==> src/verilog/ex_pkg.sv <==
/*
  shared types for the execute stage of a 32-bit integer pipeline
  valid must stay the first field of each stage struct, since the
  registers split the top bit off as the valid flag
*/
package ex_pkg;

  parameter int unsigned XLEN = 32;

  typedef logic [XLEN-1:0] xlen_t;     // one data word
  typedef logic [4:0]      reg_addr_t; // register file address

  //////////////////////////////////////////////////////////////////////
  // encodings
  //////////////////////////////////////////////////////////////////////

  typedef enum logic [4:0] {
    ALU_ADD  = 5'd0,
    ALU_SUB  = 5'd1,
    ALU_XOR  = 5'd2,
    ALU_OR   = 5'd3,
    ALU_AND  = 5'd4,
    ALU_SLL  = 5'd5,
    ALU_SRL  = 5'd6,
    ALU_SRA  = 5'd7,
    ALU_SLT  = 5'd8,
    ALU_SLTU = 5'd9,
    ALU_EQ   = 5'd10,  // branch comparisons from here on
    ALU_NE   = 5'd11,
    ALU_LT   = 5'd12,
    ALU_GE   = 5'd13,
    ALU_LTU  = 5'd14,
    ALU_GEU  = 5'd15
  } alu_op_e;

  typedef enum logic [1:0] {
    LSU_WORD = 2'b00,
    LSU_HALF = 2'b01,
    LSU_BYTE = 2'b10
  } lsu_type_e;

  typedef enum logic [1:0] {
    WB_ALU   = 2'd0,  // write back the ALU result
    WB_LOAD  = 2'd1,
    WB_STORE = 2'd2,
    WB_PASS  = 2'd3   // write back data prepared in decode
  } wb_type_e;

  //////////////////////////////////////////////////////////////////////
  // stage bundles
  //////////////////////////////////////////////////////////////////////

  // decode to execute
  typedef struct packed {
    logic      valid;
    alu_op_e   alu_op;
    xlen_t     operand_a;
    xlen_t     operand_b;
    xlen_t     bt_a;          // branch target operands
    xlen_t     bt_b;
    logic      lsu_we;
    lsu_type_e lsu_type;
    xlen_t     lsu_wdata;
    logic      lsu_sign_ext;
    wb_type_e  wb_type;
    xlen_t     pc;
    logic      compressed;
    reg_addr_t rf_waddr;
    logic      rf_we;
    xlen_t     rf_wdata_id;
  } id_ex_t;

  // execute to memory
  typedef struct packed {
    logic      valid;
    xlen_t     lsu_addr;
    logic      lsu_we;
    lsu_type_e lsu_type;
    xlen_t     lsu_wdata;
    logic      lsu_sign_ext;
    wb_type_e  wb_type;
    xlen_t     pc;
    logic      compressed;
    reg_addr_t rf_waddr;
    logic      rf_we;
    xlen_t     rf_wdata;
  } ex_ma_t;

endpackage

==> src/verilog/ex_id_ex_reg.sv <==
/*
  decode to execute register, one instruction deep, no stall
  with ResetAll clear only the valid bit resets, the payload is
  undefined until the first instruction arrives
*/
`timescale 1ns/1ns

module ex_id_ex_reg #(
  parameter bit ResetAll = 1'b0
) (
  input  logic           clk_i,
  input  logic           rst_ni,
  input  ex_pkg::id_ex_t id_ex_i,
  output ex_pkg::id_ex_t id_ex_o
);

  import ex_pkg::*;

  localparam int unsigned W = $bits(id_ex_t);

  if (ResetAll) begin : g_reset_all
    always_ff @(posedge clk_i or negedge rst_ni) begin
      if (!rst_ni) begin
        id_ex_o <= '0;
      end else begin
        id_ex_o <= id_ex_i;
      end
    end
  end else begin : g_reset_valid
    logic         valid_q;
    logic [W-2:0] payload_q;  // everything below the valid bit

    always_ff @(posedge clk_i or negedge rst_ni) begin
      if (!rst_ni) begin
        valid_q <= 1'b0;
      end else begin
        valid_q <= id_ex_i.valid;
      end
    end

    always_ff @(posedge clk_i) begin
      payload_q <= id_ex_i[W-2:0];
    end

    assign id_ex_o = id_ex_t'({valid_q, payload_q});
  end

endmodule

==> src/verilog/ex_alu.sv <==
/*
  single cycle integer ALU, purely combinational
  shifts use operand_b[4:0] only; result_o is zero for unknown ops
*/
`timescale 1ns/1ns

module ex_alu #(
  parameter bit BranchTargetAlu = 1'b1
) (
  input  ex_pkg::id_ex_t id_ex_i,
  output ex_pkg::xlen_t  result_o,
  output ex_pkg::xlen_t  adder_result_o,
  output logic           branch_decision_o,
  output ex_pkg::xlen_t  branch_target_o
);

  import ex_pkg::*;

  xlen_t     op_a;
  xlen_t     op_b;
  alu_op_e   op;
  logic      sub_en;
  xlen_t     adder_b;
  xlen_t     adder_sum;
  logic      is_equal;
  logic      signs_differ;
  logic      lt_signed;
  logic      lt_unsigned;
  logic      cmp_result;
  logic      is_branch;
  logic [4:0] shamt;

  assign op_a  = id_ex_i.operand_a;
  assign op_b  = id_ex_i.operand_b;
  assign op    = id_ex_i.alu_op;
  assign shamt = op_b[4:0];

  //////////////////////////////////////////////////////////////////////
  // shared adder
  //////////////////////////////////////////////////////////////////////

  // every comparison runs through the subtractor
  assign sub_en = op inside {ALU_SUB, ALU_SLT, ALU_SLTU, ALU_EQ, ALU_NE,
                             ALU_LT, ALU_GE, ALU_LTU, ALU_GEU};

  assign adder_b   = sub_en ? ~op_b : op_b;
  assign adder_sum = op_a + adder_b + xlen_t'(sub_en);  // two's complement on subtract

  assign adder_result_o = adder_sum;

  //////////////////////////////////////////////////////////////////////
  // comparison
  //////////////////////////////////////////////////////////////////////

  assign is_equal     = (adder_sum == '0);
  assign signs_differ = op_a[XLEN-1] ^ op_b[XLEN-1];

  // with differing signs the difference may overflow, so the sign bits decide
  assign lt_signed   = signs_differ ? op_a[XLEN-1] : adder_sum[XLEN-1];
  assign lt_unsigned = signs_differ ? op_b[XLEN-1] : adder_sum[XLEN-1];

  always_comb begin
    case (op)
      ALU_EQ:           cmp_result = is_equal;
      ALU_NE:           cmp_result = ~is_equal;
      ALU_LT, ALU_SLT:  cmp_result = lt_signed;
      ALU_GE:           cmp_result = ~lt_signed;
      ALU_LTU, ALU_SLTU: cmp_result = lt_unsigned;
      ALU_GEU:          cmp_result = ~lt_unsigned;
      default:          cmp_result = 1'b0;
    endcase
  end

  assign is_branch         = op inside {ALU_EQ, ALU_NE, ALU_LT, ALU_GE, ALU_LTU, ALU_GEU};
  assign branch_decision_o = is_branch & cmp_result;

  //////////////////////////////////////////////////////////////////////
  // result mux
  //////////////////////////////////////////////////////////////////////

  always_comb begin
    case (op)
      ALU_ADD, ALU_SUB: result_o = adder_sum;
      ALU_XOR:          result_o = op_a ^ op_b;
      ALU_OR:           result_o = op_a | op_b;
      ALU_AND:          result_o = op_a & op_b;
      ALU_SLL:          result_o = op_a << shamt;
      ALU_SRL:          result_o = op_a >> shamt;
      ALU_SRA:          result_o = xlen_t'($signed(op_a) >>> shamt);
      // set-less-than and branch compares return the flag, zero extended
      ALU_SLT, ALU_SLTU, ALU_EQ, ALU_NE,
      ALU_LT, ALU_GE, ALU_LTU, ALU_GEU: result_o = xlen_t'(cmp_result);
      default:          result_o = '0;
    endcase
  end

  // branch target
  if (BranchTargetAlu) begin : g_bt_adder
    assign branch_target_o = id_ex_i.bt_a + id_ex_i.bt_b;  // carry dropped
  end else begin : g_bt_shared
    assign branch_target_o = adder_sum;                    // bt_a/bt_b ignored
  end

endmodule

==> src/verilog/ex_ma_reg.sv <==
/*
  execute to memory register with write-back data select
  write enables leave the register gated by its valid bit, so they
  read 0 after reset whatever ResetAll is
*/
`timescale 1ns/1ns

module ex_ma_reg #(
  parameter bit ResetAll = 1'b0
) (
  input  logic           clk_i,
  input  logic           rst_ni,
  input  ex_pkg::id_ex_t id_ex_i,
  input  ex_pkg::xlen_t  alu_result_i,
  input  ex_pkg::xlen_t  adder_result_i,
  output ex_pkg::ex_ma_t ex_ma_o
);

  import ex_pkg::*;

  localparam int unsigned W = $bits(ex_ma_t);

  ex_ma_t ex_ma_d;
  ex_ma_t ex_ma_q;

  always_comb begin
    ex_ma_d.valid        = id_ex_i.valid;
    ex_ma_d.lsu_addr     = adder_result_i;  // base plus offset
    ex_ma_d.lsu_we       = id_ex_i.lsu_we;
    ex_ma_d.lsu_type     = id_ex_i.lsu_type;
    ex_ma_d.lsu_wdata    = id_ex_i.lsu_wdata;
    ex_ma_d.lsu_sign_ext = id_ex_i.lsu_sign_ext;
    ex_ma_d.wb_type      = id_ex_i.wb_type;
    ex_ma_d.pc           = id_ex_i.pc;
    ex_ma_d.compressed   = id_ex_i.compressed;
    ex_ma_d.rf_waddr     = id_ex_i.rf_waddr;
    ex_ma_d.rf_we        = id_ex_i.rf_we;
    ex_ma_d.rf_wdata     = (id_ex_i.wb_type == WB_ALU) ? alu_result_i : id_ex_i.rf_wdata_id;
  end

  if (ResetAll) begin : g_reset_all
    always_ff @(posedge clk_i or negedge rst_ni) begin
      if (!rst_ni) begin
        ex_ma_q <= '0;
      end else begin
        ex_ma_q <= ex_ma_d;
      end
    end
  end else begin : g_reset_valid
    logic         valid_q;
    logic [W-2:0] payload_q;

    always_ff @(posedge clk_i or negedge rst_ni) begin
      if (!rst_ni) begin
        valid_q <= 1'b0;
      end else begin
        valid_q <= ex_ma_d.valid;
      end
    end

    always_ff @(posedge clk_i) begin
      payload_q <= ex_ma_d[W-2:0];
    end

    assign ex_ma_q = ex_ma_t'({valid_q, payload_q});
  end

  // bubbles never write
  always_comb begin
    ex_ma_o        = ex_ma_q;
    ex_ma_o.lsu_we = ex_ma_q.valid & ex_ma_q.lsu_we;
    ex_ma_o.rf_we  = ex_ma_q.valid & ex_ma_q.rf_we;
  end

endmodule

==> src/verilog/ex_block.sv <==
/*
  execute stage top: ID/EX register, ALU, EX/MA register
  there is no back-pressure so the memory stage must take every valid bundle
  branch and result outputs come straight from the ID/EX register
*/
`timescale 1ns/1ns

module ex_block #(
  parameter bit ResetAll        = 1'b0,
  parameter bit BranchTargetAlu = 1'b1
) (
  input  logic           clk_i,
  input  logic           rst_ni,
  input  ex_pkg::id_ex_t id_ex_i,
  output ex_pkg::xlen_t  result_o,           // to ID, one cycle after issue
  output logic           branch_decision_o,
  output ex_pkg::xlen_t  branch_target_o,    // to IF
  output logic           ex_valid_o,
  output ex_pkg::ex_ma_t ex_ma_o             // to memory stage, two cycles after issue
);

  import ex_pkg::*;

  id_ex_t id_ex_q;
  xlen_t  alu_result;
  xlen_t  adder_result;

  ex_id_ex_reg #(
    .ResetAll(ResetAll)
  ) id_ex_reg0 (
    .clk_i  (clk_i),
    .rst_ni (rst_ni),
    .id_ex_i(id_ex_i),
    .id_ex_o(id_ex_q)
  );

  ex_alu #(
    .BranchTargetAlu(BranchTargetAlu)
  ) alu0 (
    .id_ex_i          (id_ex_q),
    .result_o         (alu_result),
    .adder_result_o   (adder_result),
    .branch_decision_o(branch_decision_o),
    .branch_target_o  (branch_target_o)
  );

  ex_ma_reg #(
    .ResetAll(ResetAll)
  ) ex_ma_reg0 (
    .clk_i         (clk_i),
    .rst_ni        (rst_ni),
    .id_ex_i       (id_ex_q),
    .alu_result_i  (alu_result),
    .adder_result_i(adder_result),
    .ex_ma_o       (ex_ma_o)
  );

  assign result_o   = alu_result;
  assign ex_valid_o = id_ex_q.valid;  // every op completes in one cycle

endmodule

==> config.mk <==
export PLATFORM = sky130hd
export DESIGN_NAME = ex_block
export DESIGN_NICKNAME = d
export VERILOG_FILES = /design/src/verilog/ex_pkg.sv /design/src/verilog/ex_id_ex_reg.sv /design/src/verilog/ex_alu.sv /design/src/verilog/ex_ma_reg.sv /design/src/verilog/ex_block.sv
export SDC_FILE = /design/constraint.sdc
export NUM_CORES = 1
export LEC_CHECK = 0
export BUFFER_PORTS_ARGS = -buffer_cell sky130_fd_sc_hd__buf_4
export CORE_MARGIN = 3
export CORE_UTILIZATION = 54
export CTS_CLUSTER_SIZE = 30
export DETAILED_ROUTE_END_ITERATION = 8
export PLACE_DENSITY = 0.78
export SLEW_MARGIN = 40
export SYNTH_ARGS = -nofsm -noshare
export SYNTH_HDL_FRONTEND = slang
export SYNTH_SLANG_ARGS = --single-unit
==> constraint.sdc <==
create_clock -name clk_i -period 5 [get_ports clk_i]
set_input_delay 0.5 -clock clk_i [delete_from_list [all_inputs] [get_ports clk_i]]
set_output_delay 0.5 -clock clk_i [all_outputs]
set_load 0.1 [all_outputs]
==> key figures, run 1 <==
Run status
  • Status: finished, violations left
  • Violated checks: setup timing

Routing
  • Vias per inst: slightly below 6
  • Pre-antenna DRT Iters: 6
  • Detailed-route via count: 16800
  • Post-route ant nets: 0
  • WL final: 69500 um
  • Residual DRC: 0
  • Wire per inst: 24.6 um
  • Initial DRC count: 1600

Synth
  • Leading area contributor after synthesis: dfxtp_1
  • Most used DFF post-synth: dfxtp_1
  • Post-Syn Area: 18600 um2
  • Syn Area/Cell: between 9 and 10 um2
  • Post-synth EDFFs: 0
  • Ys Warns: 0
  • Synth Area in Compound Gates: between 10% and 20%
  • Mux cell area share after synthesis: around 7.2%
  • Share of flip-flops with an asynchronous set or reset: 0.519%
  • Top cells by count, synth: 383 x dfxtp_1, 142 x buf_4, 140 x o21ai_0, 130 x ha_1, 129 x nor2_1
  • Synth unique cells: between 90 and 100
  • FF+latch count, synth: just under 400
  • Syn_nets: approximately 2300
  • Synth Area in Adders: slightly below 9%
  • Most frequent cell after synthesis: dfxtp_1
  • Post-synthesis simple-gate area fraction: 10.5%
  • Largest family of logic cells by synthesized area: compound AO/OA/AOI/OAI gates
  • Top cell type's share of synthesized area: roughly 41%
  • Synth top area cells: dfxtp_1 41%, ha_1 8.7%, buf_4 5.7%
  • Sequential share of the synthesized area: between 40% and 50%
  • XOR/XNOR share of the synthesized area: roughly 3.7%
  • Syn Inst Count: 1970

Timing
  • Worst clock skew: 14.7 ps
  • Period utilisation layout: 108%
  • # setup viols final: 2
  • Endpoints failing hold: 0
  • Normalized max-slew margin: a little over a third
  • FMAX: about 190 MHz
  • Fin worst setup slack: -385 ps
  • Hold_ws: 43.4 ps
  • Unrepaired setup endpoints after global routing: yes
  • Minimum clock period: 5390 ps
  • Worst-Margin Slew: slightly below 1000 ps
  • Final Max Tran Viols: 0

Placed design
  • Placement Setup Slack: approximately 130 ps
  • Estimated wirelength of the detail-placed design: around 54000 um
  • GP Congestion: about 1.0
  • Port-buffer cells: roughly 450
  • Area after DPL: about 22000 um2

Floorplanning
  • Initial Util: between 50% and 60%
  • Core region area: between 30000 and 40000 um2
  • Die height: 192 um
  • Row count: 67
  • I/O pins: ~450
  • Chip Width: around 190 um
  • Total die area: 36800 um2

Min path
  • Hold Path Class: in2reg
  • WHS Path Cells: 1

Power and ir drop
  • Peak supply drop: 651 uV
  • Pwr dens: between 400 and 500 nW/um2
  • Pleak: roughly 0.011 uW

Critical path
  • Max incr delay on CP: 420 ps
  • Slowest cell on crit path: or3_1
  • WP data required: around 4500 ps
  • Crit path kind: reg2out
  • R2R depth: 18
  • CP Max Fanout: 23
  • Startpoint types: register
  • Crit-path cells: nor3b_2 > o21bai_4 > buf_12 > xnor2_2 > ha_1 > a21oi_1 > o21ai_2 > a22oi_2 > a211oi_2 > or3_1 > a2111oi_4 > nand4_1 > nor4b_2 > buf_4 > a31oi_1 > nor3_2 > buf_4 > nand2_1 > buf_12
  • Crit path DAT: 4890 ps
  • Element type at the critical path end: output pin

Finish
  • Share of layout cells above drive strength 1: about a third
  • Number of fill cells in the layout: 2480
  • Net count, final: 2727
  • Seq. cell area: 7720 um2
  • Final Util: 70.1%
  • Final Instance Area: ~24000 um2
  • Area of the multi-input gates: around 9500 um2
  • Area Growth Syn to Fin: 27.1%

Global routing
  • Pin count of the biggest net entering global routing: between 90 and 100
  • Number of global-route vias before repair: around 17000
  • First-pass GRT wire length: a little over 100000 um
  • Tot GR Track Use: 36.6%
  • Initial antenna violation count: 2
  • GRT Residual Overflow: 0

Job
  • Max Cap Violations: 0

Clock network
  • Clock-pin slew on the worst setup and hold paths: approximately 70 ps
  • CTS H-tree lvls: 2
  • Clock sink count: just under 400
  • Root buffer cell: clkbuf_16
  • TritonCTS Buffers: 36
  • Clock Tree Buf Depth: 3
  • Clk_lat worst skew: around 550 ps
  • CTS tree: yes
-- per-layer routing --
metal | wire length, um | part of all wire (%) | global-route usage, %
met1 | 26700 | 38 | 46.4
met2 | 31800 | 46 | 58.7
met3 | 7500 | 11 | 9.47
met4 | 3510 | 5.1 | 16.1
met5 | 26 | 0.037 | 0
-- flip-flops by register name (all words and copies together) (netlist names) --
name	count
ex_ma_reg0.g_reset_valid.valid_q	1
id_ex_reg0.g_reset_valid.valid_q	1
ex_ma_reg0.g_reset_valid.payload_q	141
id_ex_reg0.g_reset_valid.payload_q	242
-- repair_timing --
action	in CTS	in global routing
cloned	0	0
hold buffers	1	0
setup endpoints to repair	4	12
setup buffers	1	4
pin swaps	2	16
hold endpoints to repair	2	0
gates resized for setup	16	42
-- stage by stage --
step,power [uW],cells,setup TNS [ps]
after floorplan,6360,1970,0
after global placement,7340,2753,0
after detailed placement,7370,2754,0
after CTS,10200,2821,-607
after global routing,10600,2825,-1230
final,10200,2827,-697
-- layout by cell type, fill, tap and decap left out, types with 11 or more instances in the layout --
master and n:
nor3_1 26, a21o_1 32, a21oi_1 99, o22ai_1 11, a221oi_1 11, o21a_1 15
ha_1 125, inv_1 81, xnor2_1 59, dfxtp_1 379, clkbuf_16 36, mux2_2 41
o211ai_1 30, a211o_1 11, o21ai_0 137, a22oi_1 20, a31oi_1 13, nand2b_1 19
a221o_1 21, nand3_1 25, mux2i_1 75, xor2_1 13, nand2_1 114, a211oi_1 15
nor2_1 127, buf_4 566, and3_1 12
-- final timing paths --
check | from | to | slack (ps)
setup / recovery | id_ex_reg0.g_reset_valid.payload_q[239] | result_o[0] | -390
hold / removal | id_ex_i[60] | id_ex_reg0.g_reset_valid.payload_q[60] | 40
setup reg to reg | id_ex_reg0.g_reset_valid.payload_q[239] | ex_ma_reg0.g_reset_valid.payload_q[0] | 770
hold reg to reg | id_ex_reg0.g_reset_valid.payload_q[107] | ex_ma_reg0.g_reset_valid.payload_q[107] | 320
max in group asynchronous | rst_ni | id_ex_reg0.g_reset_valid.valid_q | 4630
min in group asynchronous | rst_ni | ex_ma_reg0.g_reset_valid.valid_q | 280
-- where the power goes --
part | switching [uW] | internal [uW]
Clock | 1180 | 1620
Sequential | 133 | 3320
Combinational | 2860 | 1120
Total | 4170 | 6060
-- kinds of logic (layout without fill, tap and decap cells) --
kind of cell,Yosys count,count (layout)
fa+ha+maj,132,132
xor+xnor,79,79
buf+inv,318,725
flops,385,385
compound gates,524,524
simple gates,410,410
other cells,0,2
mux,122,122
-- layout make-up --
| type | instances | area share [%] |
|---|---|---|
| multi-input combinational | 1267 | 39.9 |
| sequential | 385 | 32.6 |
| timing repair buffer | 575 | 18.6 |
| clock buffer | 51 | 4.38 |
| tap | 448 | 2.37 |
| inverter | 85 | 1.35 |
| clock inverter | 14 | 0.777 |
| antenna | 2 | 0.0211 |
-- worst max-delay path, delay by kind of cell (launching register included) --
family	cells	cell delay [ps]
AOI/OAI and AO/OA	7	1330
buffers and inverters	4	740
adders and majority gates	1	330
and+or+nand+nor	6	1410
xor gates and xnor gates	1	170
DFF	1	320
Note: power is estimated with default switching activity, not from simulation.
==> run 2: changes to the inputs <==
Settings changed: MAX_ROUTING_LAYER from default to met4.
==> key figures, run 2 (synthesis gave the netlist of run 1 again) <==
Run status
  • Violated checks: setup timing (unchanged)
  • Status: finished, violations left (unchanged)

Critical path
  • Startpoint types: register (unchanged)
  • Crit path kind: reg2out (unchanged)
  • Crit path DAT: 4900 ps (was 4890 ps)
  • CP Max Fanout: 22 (was 23)
  • Worst setup path start: id_ex_reg0.g_reset_valid.payload_q[239] (unchanged)
  • Launch point of the worst reg-to-reg path: id_ex_reg0.g_reset_valid.payload_q[239] (unchanged)
  • Element type at the critical path end: output pin (unchanged)
  • R2R depth: 19 (was 18)
  • WP data required: 4500 ps (about the same)

Finish
  • Net count, final: 2734 (was 2727)
  • Largest Register: id_ex_reg0.g_reset_valid.payload_q (unchanged)
  • Largest registers: id_ex_reg0.g_reset_valid.payload_q: 242 flops, ex_ma_reg0.g_reset_valid.payload_q: 141 flops (unchanged)
  • Area Growth Syn to Fin: 27.5% (was 27.1%)
  • Number of fill cells in the layout: 2538 (was 2480)
  • Share of layout cells above drive strength 1: 32.5% (was 32.2%)
  • Max reg flops: 242 (unchanged)
  • Non-filler instance count after layout: 2833 (was 2827)
  • Most frequent cells in the layout: 569 x buf_4, 378 x dfxtp_1, 137 x o21ai_0, 127 x ha_1, 126 x nor2_1 (was 566 x buf_4, 379 x dfxtp_1, 137 x o21ai_0, 127 x nor2_1, 125 x ha_1)
  • Most common cell after layout, fill and taps aside: buf_4 (unchanged)

Clock network
  • Clock sink count: 385 (unchanged)
  • CTS H-tree lvls: 2 (unchanged)
  • Clock Tree Buf Depth: 3 (unchanged)
  • Clk_lat worst skew: 550 ps (about the same)
  • TritonCTS Buffers: 38 (was 36)
  • CTS tree: yes (unchanged)
  • Root buffer cell: clkbuf_16 (unchanged)
  • Clock-pin slew on the worst setup and hold paths: 70 ps (about the same)

Power and ir drop
  • Sequential share of power: 33.5% (was 33.7%)
  • Cell Int Power: 6150 uW (was 6060 uW)
  • Peak supply drop: 528 uV (was 651 uV)
  • Pwr dens: 434 nW/um2 (was 432 nW/um2)
  • Sw Ratio: 40.4% (was 40.8%)
  • Pleak: 0.0111 uW (was 0.0110 uW)
  • Clock power share: 27.7% (was 27.3%)
  • Gate power share: 38.7% (was 39.0%)
  • NetSw: 4160 uW (was 4170 uW)

Timing
  • TNS Setup: -791 ps (was -697 ps)
  • Final Max Tran Viols: 0 (unchanged)
  • Period utilisation layout: 108% (about the same)
  • Normalized max-slew margin: 42.8% (was 35.2%)
  • # setup viols final: 2 (unchanged)
  • Worst clock skew: 22.1 ps (was 14.7 ps)
  • Worst-Margin Slew: 849 ps (was 962 ps)
  • FMAX: 185 MHz (was 186 MHz)
  • Endpoints failing hold: 0 (unchanged)
  • Unrepaired setup endpoints after global routing: yes (unchanged)
  • Minimum clock period: 5400 ps (was 5390 ps)
  • Fin worst setup slack: -405 ps (was -385 ps)

Global routing
  • First-pass GRT wire length: 98600 um (was 102000 um)
  • Pin count of the biggest net entering global routing: 98 (unchanged)
  • Tot GR Track Use: 36.5% (was 36.6%)
  • Initial antenna violation count: 2 (unchanged)
  • Number of global-route vias before repair: 16500 (was 16700)
  • GRT Residual Overflow: 0 (unchanged)

Routing
  • Initial DRC count: 1689 (was 1600)
  • Residual DRC: 0 (unchanged)
  • Pre-antenna DRT Iters: 6 (unchanged)
  • Detailed-route via count: 16600 (was 16800)
  • Vias per inst: 5.87 (was 5.94)
  • Post-route ant nets: 0 (unchanged)
  • Wire per inst: 23.9 um (was 24.6 um)
  • WL final: 67800 um (was 69500 um)

Min path
  • Hold Startpoint: id_ex_i[181] (was id_ex_i[60])
  • WHS Path Cells: 1 (unchanged)
  • Hold Path Class: in2reg (unchanged)

Floorplanning
  • Core region area: 33800 um2 (unchanged)
  • I/O pins: 453 (unchanged)
  • Initial Util: 55.2% (unchanged)
  • Die height: 192 um (unchanged)
  • Total die area: 36800 um2 (unchanged)
  • Chip Width: 192 um (unchanged)
  • Row count: 67 (unchanged)

Placed design
  • Placement Setup Slack: 142 ps (was 131 ps)
  • Cell total after placement: 2753 (was 2754)
  • Port-buffer cells: 452 (unchanged)
  • GP Congestion: 1.08 (was 1.03)
  • Estimated wirelength of the detail-placed design: 52700 um (was 54100 um)

Job
  • Max Cap Violations: 0 (unchanged)
run 2: cell count changes in the layout (fill, tap and decap cells not counted), sizes merged:
| cell | change |
|---|---|
| clkbuf | +6 |
| buf | +5 |
| diode | -1 |
| clkinv | -4 |
run 2: timing repair:
action,CTS,global route
hold buffers,1,0
gates resized for setup,23,42
pin swaps,11,9
setup buffers,6,5
endpoints found under the setup margin,4,10
endpoints found under the hold margin,2,0
run 2: cell type report:
cell class | instances | area [um2] | share of cell area, %
timing repair buffer | 580 | 4440 | 18.7
tap | 448 | 561 | 2.36
clock buffer | 57 | 1110 | 4.68
antenna | 1 | 2.50 | 0.0105
multi-input combinational | 1267 | 9480 | 39.9
clock inverter | 10 | 135 | 0.568
inverter | 85 | 322 | 1.35
sequential | 385 | 7720 | 32.5
run 2: layer usage:
layer  vias up  track usage [%]  part of all wire, %
met3       194             8.76                   10
met1      7835             44.5                   39
met5         -                -                    0
li1       7639                -                    -
met4         0             16.3                  5.3
met2       961             57.5                   46
run 2: per-stage QoR:
step	instance area [um2]	total power, uW	util, %	hold WS (ps)
finish	23800	10300	70.4	46.1
global route	23800	10600	70.4	24.2
global placement	22100	7320	65.4	284
detailed placement	22100	7360	65.5	285
floorplan	18700	6360	-	204
CTS	23500	10200	69.6	24.4
run 2: worst max-delay path: stages, from the launching register on:
cell and delay [ps]:
dfxtp_2 340, nor3b_4 250, o21bai_4 90, buf_12 180
xnor2_2 170, ha_1 340, buf_4 160, a21oi_2 190
nand2_1 90, nor2_1 200, a211oi_2 130, or3_4 410
a2111oi_4 340, nand4_1 240, nor4b_4 320, buf_4 170
a31oi_1 100, nor3_2 220, buf_4 170, nor2_4 40
buf_12 170
run 2: path summary, 6_finish.rpt:
| check | end | slack [ps] |
|---|---|---|
| hold / removal | id_ex_reg0.g_reset_valid.payload_q[181] | 50 |
| setup reg to reg | ex_ma_reg0.g_reset_valid.payload_q[0] | 640 |
| max in group asynchronous | id_ex_reg0.g_reset_valid.valid_q | 4580 |
| setup / recovery | branch_decision_o | -400 |
| min in group asynchronous | ex_ma_reg0.g_reset_valid.valid_q | 330 |
| hold reg to reg | ex_ma_reg0.g_reset_valid.payload_q[48] | 320 |
run 2: power groups by stage:
stage	combinational, uW	sequential [uW]	clock, uW
detailed placement	3840	3510	0
global route	4130	3470	3030
floorplan	2900	3460	0
CTS	3890	3450	2890
finish	4000	3460	2860
global placement	3820	3500	0
